`src/colmix_bus_pkg.sv`:
```
package colmix_bus_pkg;

    // bus word address width
    localparam int BUS_AW = 12;

    // address regions, top two bits of the word address
    localparam logic [1:0] REG_CTRL = 2'd0;
    localparam logic [1:0] REG_PAL  = 2'd1;
    localparam logic [1:0] REG_PRIO = 2'd2;
    // region 3 left unmapped

    // requests from the cpu side
    typedef struct packed {
        logic              psel;
        logic              penable;
        logic              pwrite;
        logic [BUS_AW-1:0] paddr;
        logic [31:0]       pwdata;
    } apb_req_t;

    typedef struct packed {
        logic [31:0] prdata;
        logic        pready;
        logic        pslverr;
    } apb_rsp_t;

    // same word address, palette or table decoding
    typedef union packed {
        struct packed {
            logic [1:0] region;
            // which layer's palette bank
            logic [1:0] layer;
            logic [7:0] pen;
        } pal;
        struct packed {
            logic [1:0] region;
            logic [9:0] idx;
        } tbl;
    } bus_addr_u;

    // priority table access, one entry per strobe
    typedef struct packed {
        logic       we;
        logic [9:0] addr;
        logic [1:0] data;
    } tbl_wr_t;

    // palette access, data packed as red, green, blue
    typedef struct packed {
        logic        we;
        logic        re;
        logic [9:0]  addr;
        logic [23:0] data;
    } pal_wr_t;

endpackage

```
`src/colmix_video_pkg.sv`:
```
package colmix_video_pkg;

    // strobes from pixel in to colour out
    localparam int PIPE_DLY = 3;

    // palette is 4 banks of 256 colours
    localparam int PAL_AW = 10;

    // priority table is addressed by the flag word
    localparam int TBL_AW = 10;

    // one layer pixel
    // raw is the palette index, fld splits out the flag bits
    typedef union packed {
        logic [7:0] raw;
        struct packed {
            // priority bit of the tile or sprite
            logic       pri;
            // colour group, only used as part of the index
            logic [2:0] mid;
            // pen 0 is transparent on most layers
            logic [3:0] pen;
        } fld;
    } pixel_u;

    // all four layers of the same screen position
    typedef struct packed {
        pixel_u ba0;
        pixel_u obj;
        pixel_u ba1;
        pixel_u ba2;
    } layer_pixels_t;

    // visible layer as stored in the priority table
    // also the top two bits of the palette address
    typedef enum logic [1:0] {
        BA0 = 2'd0,
        OBJ = 2'd1,
        BA1 = 2'd2,
        BA2 = 2'd3
    } layer_e;

    // colour word, red in the top byte
    typedef struct packed {
        logic [7:0] red;
        logic [7:0] green;
        logic [7:0] blue;
    } rgb_t;

endpackage

```
`src/colmix_apb_port.sv`:
```
`timescale 1ns/100ps

module colmix_apb_port
    import colmix_bus_pkg::*, colmix_video_pkg::*;
(
    input  logic       clk,
    input  logic       rst,
    input  apb_req_t   req,
    output apb_rsp_t   rsp,
    output tbl_wr_t    tbl_wr,
    output pal_wr_t    pal_wr,
    input  logic [1:0] tbl_q,
    input  rgb_t       pal_q,
    output logic [2:0] prio_mode
);

    bus_addr_u addr;

    logic setup;
    logic access;
    logic map_ctrl;
    logic map_pal;
    logic map_tbl;
    logic unmapped;
    logic rd_mem;

    // control state
    logic rdy_q;
    logic err_q;
    logic tbl_we_q;
    logic pal_we_q;
    logic pal_re_q;
    logic ctrl_we_q;
    logic rd_en_q;

    // captured in the setup cycle, held to the end of the transfer
    logic [1:0]  rd_region_q;
    logic [9:0]  tbl_addr_q;
    logic [9:0]  pal_addr_q;
    logic [23:0] wdata_q;

    assign addr   = req.paddr;
    assign setup  = req.psel & ~req.penable;
    assign access = req.psel & req.penable;

    // only word 0 of the control region exists
    assign map_ctrl = (addr.tbl.region == REG_CTRL) && (addr.tbl.idx == '0);
    assign map_pal  = addr.pal.region == REG_PAL;
    assign map_tbl  = addr.tbl.region == REG_PRIO;
    assign unmapped = ~(map_ctrl | map_pal | map_tbl);

    // memory reads need one wait state
    assign rd_mem = ~req.pwrite & (map_pal | map_tbl);

    // decode in setup, strobes land in the first access cycle
    always_ff @(posedge clk) begin
        if (rst) begin
            rdy_q     <= 1'b0;
            err_q     <= 1'b0;
            tbl_we_q  <= 1'b0;
            pal_we_q  <= 1'b0;
            pal_re_q  <= 1'b0;
            ctrl_we_q <= 1'b0;
            rd_en_q   <= 1'b0;
            prio_mode <= 3'd0;
        end else begin
            tbl_we_q  <= setup & req.pwrite & map_tbl;
            pal_we_q  <= setup & req.pwrite & map_pal;
            pal_re_q  <= setup & ~req.pwrite & map_pal;
            ctrl_we_q <= setup & req.pwrite & map_ctrl;
            err_q     <= setup & unmapped;
            // reads: low in first access, high in the second
            if (setup) begin
                rdy_q   <= ~rd_mem;
                rd_en_q <= ~req.pwrite & ~unmapped;
            end else begin
                rdy_q <= access & ~rdy_q;
            end
            if (ctrl_we_q) begin
                prio_mode <= wdata_q[2:0];
            end
        end
    end

    always_ff @(posedge clk) begin
        if (setup) begin
            rd_region_q <= addr.pal.region;
            tbl_addr_q  <= addr.tbl.idx;
            pal_addr_q  <= {addr.pal.layer, addr.pal.pen};
            wdata_q     <= req.pwdata[23:0];
        end
    end

    assign tbl_wr = '{we: tbl_we_q, addr: tbl_addr_q, data: wdata_q[1:0]};
    assign pal_wr = '{we: pal_we_q, re: pal_re_q, addr: pal_addr_q, data: wdata_q};

    // read data, zero for writes and errors
    always_comb begin
        rsp.pready  = rdy_q;
        rsp.pslverr = err_q;
        rsp.prdata  = '0;
        if (rd_en_q) begin
            case (rd_region_q)
                REG_CTRL: rsp.prdata = {29'd0, prio_mode};
                REG_PAL:  rsp.prdata = {8'd0, pal_q};
                REG_PRIO: rsp.prdata = {30'd0, tbl_q};
                default:  rsp.prdata = '0;
            endcase
        end
    end

    // registered pready relies on the master holding psel through access
    assert property (@(posedge clk) disable iff (rst)
        rsp.pready |-> (req.psel && req.penable))
        else $error("pready raised outside an access phase");

    assert property (@(posedge clk) disable iff (rst)
        !(tbl_wr.we && (pal_wr.we || pal_wr.re)))
        else $error("table and palette strobes overlap");

endmodule

```
`config.mk`:
```
export PLATFORM = sky130hd
export DESIGN_NAME = colmix_apb_port
export DESIGN_NICKNAME = d
export VERILOG_FILES = /design/src/colmix_bus_pkg.sv /design/src/colmix_video_pkg.sv /design/src/colmix_apb_port.sv
export SDC_FILE = /design/constraint.sdc
export NUM_CORES = 1
export LEC_CHECK = 0
export ABC_AREA = 1
export BUFFER_PORTS_ARGS = -buffer_cell sky130_fd_sc_hd__buf_2
export CAP_MARGIN = 20
export CORE_MARGIN = 2
export CORE_UTILIZATION = 39
export DETAILED_ROUTE_END_ITERATION = 8
export GPL_ROUTABILITY_DRIVEN = 0
export PLACE_DENSITY_LB_ADDON = 0.2
export SLEW_MARGIN = 5
export SYNTH_ARGS = -nofsm -noshare
export SYNTH_HDL_FRONTEND = slang
export SYNTH_SLANG_ARGS = --single-unit
```
`constraint.sdc`:
```
create_clock -name clk -period 1.6 [get_ports clk]
set_input_delay 0.08 -clock clk [delete_from_list [all_inputs] [get_ports clk]]
set_output_delay 0.08 -clock clk [all_outputs]
set_load 0.01 [all_outputs]
```
==> impl_metrics.csv <==
group,metric,value,unit
run_status,status,"finished clean",
finish,fin_util,62.0,%
clocking,cts_made_buffers,5,
clocking,clk_transition_reported_paths,0.08,ns
route,drt-total-wl,4.83,mm
finish,syn2layout_area_growth,54.5,%
critical_path,startpoint_type,"register",
clocking,cts_setup_buffers,0,
timing,post-route-min-period,1.46,ns
global_routing,grt_pass1_wl,7.82,mm
finish,antennaDiodeCount,0,
power,vdd_drop_max,0.000646,V
route,first_iter_violations,90,
logic_synthesis,synth_commonest_cells,"edfxtp_1, inv_1, buf_4",
finish,nNetsFinal,431,
global_routing,grt-ovfl-total,0,
logic_synthesis,synth_edf_count,36,
timing,finalCritPeriodShare,91.3,%
timing,hold_viol_final,0,
power,leakagePower,0.00160,µW
floorplanning,fp.dieW,76.3,µm
route,dr.pass1.iters,4,
power,power_density,782,nW/µm²
logic_synthesis,synthTopCellsByArea,"edfxtp_1, dfxtp_1, buf_4",
floorplanning,core,5070,µm²
clocking,tritoncts,"yes",
run,maxCapViolCount,0,
logic_synthesis,async_flop_share,0,%
logic_synthesis,synth_ff_type,"edfxtp_1",
logic_synthesis,synth_cells,184,
floorplanning,die_h,76.3,µm
clocking,clkSinkCount,46,
worst_hold_path,hp-class,"in2reg",
clocking,clock_path_buffers,2,
logic_synthesis,yosysSeqAreaShare,62.9,%
finish,drive_above_1_share,50.3,%
route,vias_per_cell,4.07,
logic_synthesis,synth_top_area_cell,"edfxtp_1",
route,remaining_drc_errors,0,
logic_synthesis,synthDistinctLibCells,21,
critical_path,r2r_slack,0.87,ns
timing,max_freq,684,MHz
clocking,h-tree-depth,2,
placement,dpl.cell_count,380,
floorplanning,dieArea,5820,µm²
finish,fin_cells,424,
logic_synthesis,synth_most_common_cell,"edfxtp_1",
floorplanning,ios,161,
timing,fin_skew,0.00173,ns
clocking,root_buffer,"clkbuf_8",
global_routing,antenna_found_initial,0,
floorplanning,start_util,40.1,%
logic_synthesis,yosys_warnings,0,
floorplanning,num_rows,26,
critical_path,arrival,1.38,ns
global_routing,grt_pass1_vias,1741,
logic_synthesis,ys_ff_latch,46,
global_routing,track_usage,17.0,%
placement,dp_hpwl,3.31,mm
timing,rsz0062_at_grt,"true",
logic_synthesis,synth_area,2040,µm²
timing,drv_slew,0,
logic_synthesis,avgSynthCellArea,11.1,µm²
route,via_count,1725,
global_routing,grt_max_degree,35,
critical_path,cp.required,1.52,ns
critical_path,path_class,"reg2out",
critical_path,critPathMaxFanout,21,
placement,port_buffers,144,
route,routedWlPerCell,11.4,µm
critical_path,worstSetupEndpointType,"output pin",
route,drtAntennaViolNets,0,
timing,finalSetupViolCount,0,
logic_synthesis,synth_top_area_share,53.1,%
clocking,clock_latency,0.29,ns
## flip-flops by register name, summed over array words and instances, names as in the netlist
signal	count
err_q	1
pal_we_q	1
pal_addr_q	10
ctrl_we_q	1
rd_region_q	2
rd_en_q	1
prio_mode	3
tbl_we_q	1
wdata_q	24
pal_re_q	1
rdy_q	1
## stage by stage
step	worst slack, ns	setup TNS [ns]	total power [µW]	hold WS (ns)	instance area [µm²]
after floorplan	0.371	0	1600	0.159	2060
after global placement	0.361	0	1730	0.256	2690
after detailed placement	0.364	0	1740	0.258	2690
after CTS	0.0245	0	2480	0.000695	3120
after global routing	-0.0128	-0.0128	2580	0.00948	3150
final	0.139	0	2460	0.0152	3150
## final cells by class
type | count | area (µm²)
clock inverters | 3 | 16.3
multi-input cells | 86 | 452
well taps | 70 | 87.6
clock buffers | 5 | 68.8
fillers | 448 | 1930
flip-flops and latches | 46 | 1280
inverters | 32 | 120
repair buffers | 182 | 1120
## where the power goes
group,total (µW),switching [µW],internal (µW)
Combinational,397,195,202
Clock,678,378,300
Sequential,1390,25.3,1360
## cell usage in the layout (no fill, tap or decap)
cell type,n
nand2_2,1
clkbuf_8,5
nor2_2,20
clkinv_1,2
edfxtp_1,36
a31o_2,1
a21oi_2,1
nand2_1,14
nor3_1,2
clkinv_4,1
ha_1,3
a21oi_1,1
buf_2,144
o21ai_0,4
and2_0,1
inv_2,1
nor2_4,2
nor4_1,2
dlygate4sd3_1,36
inv_1,31
nand3_1,7
nor2_1,19
dfxtp_1,10
buf_12,2
conb_1,8
## worst max-delay path, stage by stage, from the launching register on
cell      delay [ns]
edfxtp_1        0.47
nor2_4          0.15
nand2_2         0.08
buf_12          0.17
nor2_2          0.09
buf_2           0.13
## what timing repair did
action / in CTS / in global routing
endpoints found under the setup margin: 0 / 22
endpoints found under the hold margin: 35 / 1
gates resized for setup: 0 / 3
hold buffers: 35 / 1
## metal layers
metal  share of wire (%)  wire (µm)  track usage (%)  vias up
met5                   0          0                0        -
met4                 1.1         54             4.91        0
met3                  11        519             7.70        5
met2                  52       2530             30.9       89
met1                  36       1720             17.5      751
li1                    -          -                -      880
## worst paths after layout
| path | start | cells past startpoint | end |
|---|---|---|---|
| setup reg to reg | rd_en_q$_SDFFE_PP0P_ | 2 | rd_en_q$_SDFFE_PP0P_ |
| hold / removal | req[43] | 1 | rd_region_q[1]$_DFFE_PP_ |
| setup / recovery | rd_region_q[1]$_DFFE_PP_ | 5 | rsp[14] |
| hold reg to reg | wdata_q[2]$_DFFE_PP_ | 2 | prio_mode[2]$_SDFFE_PP0P_ |
## cells by family after synthesis
| logic type | share of synthesized area (%) |
|---|---|
| compound gates | 2.09 |
| fa+ha+maj | 1.84 |
| buf+inv | 16.2 |
| flops | 62.9 |
| other cells | 0.184 |
| simple gates | 16.8 |
Note: power is estimated with default switching activity, not from simulation.
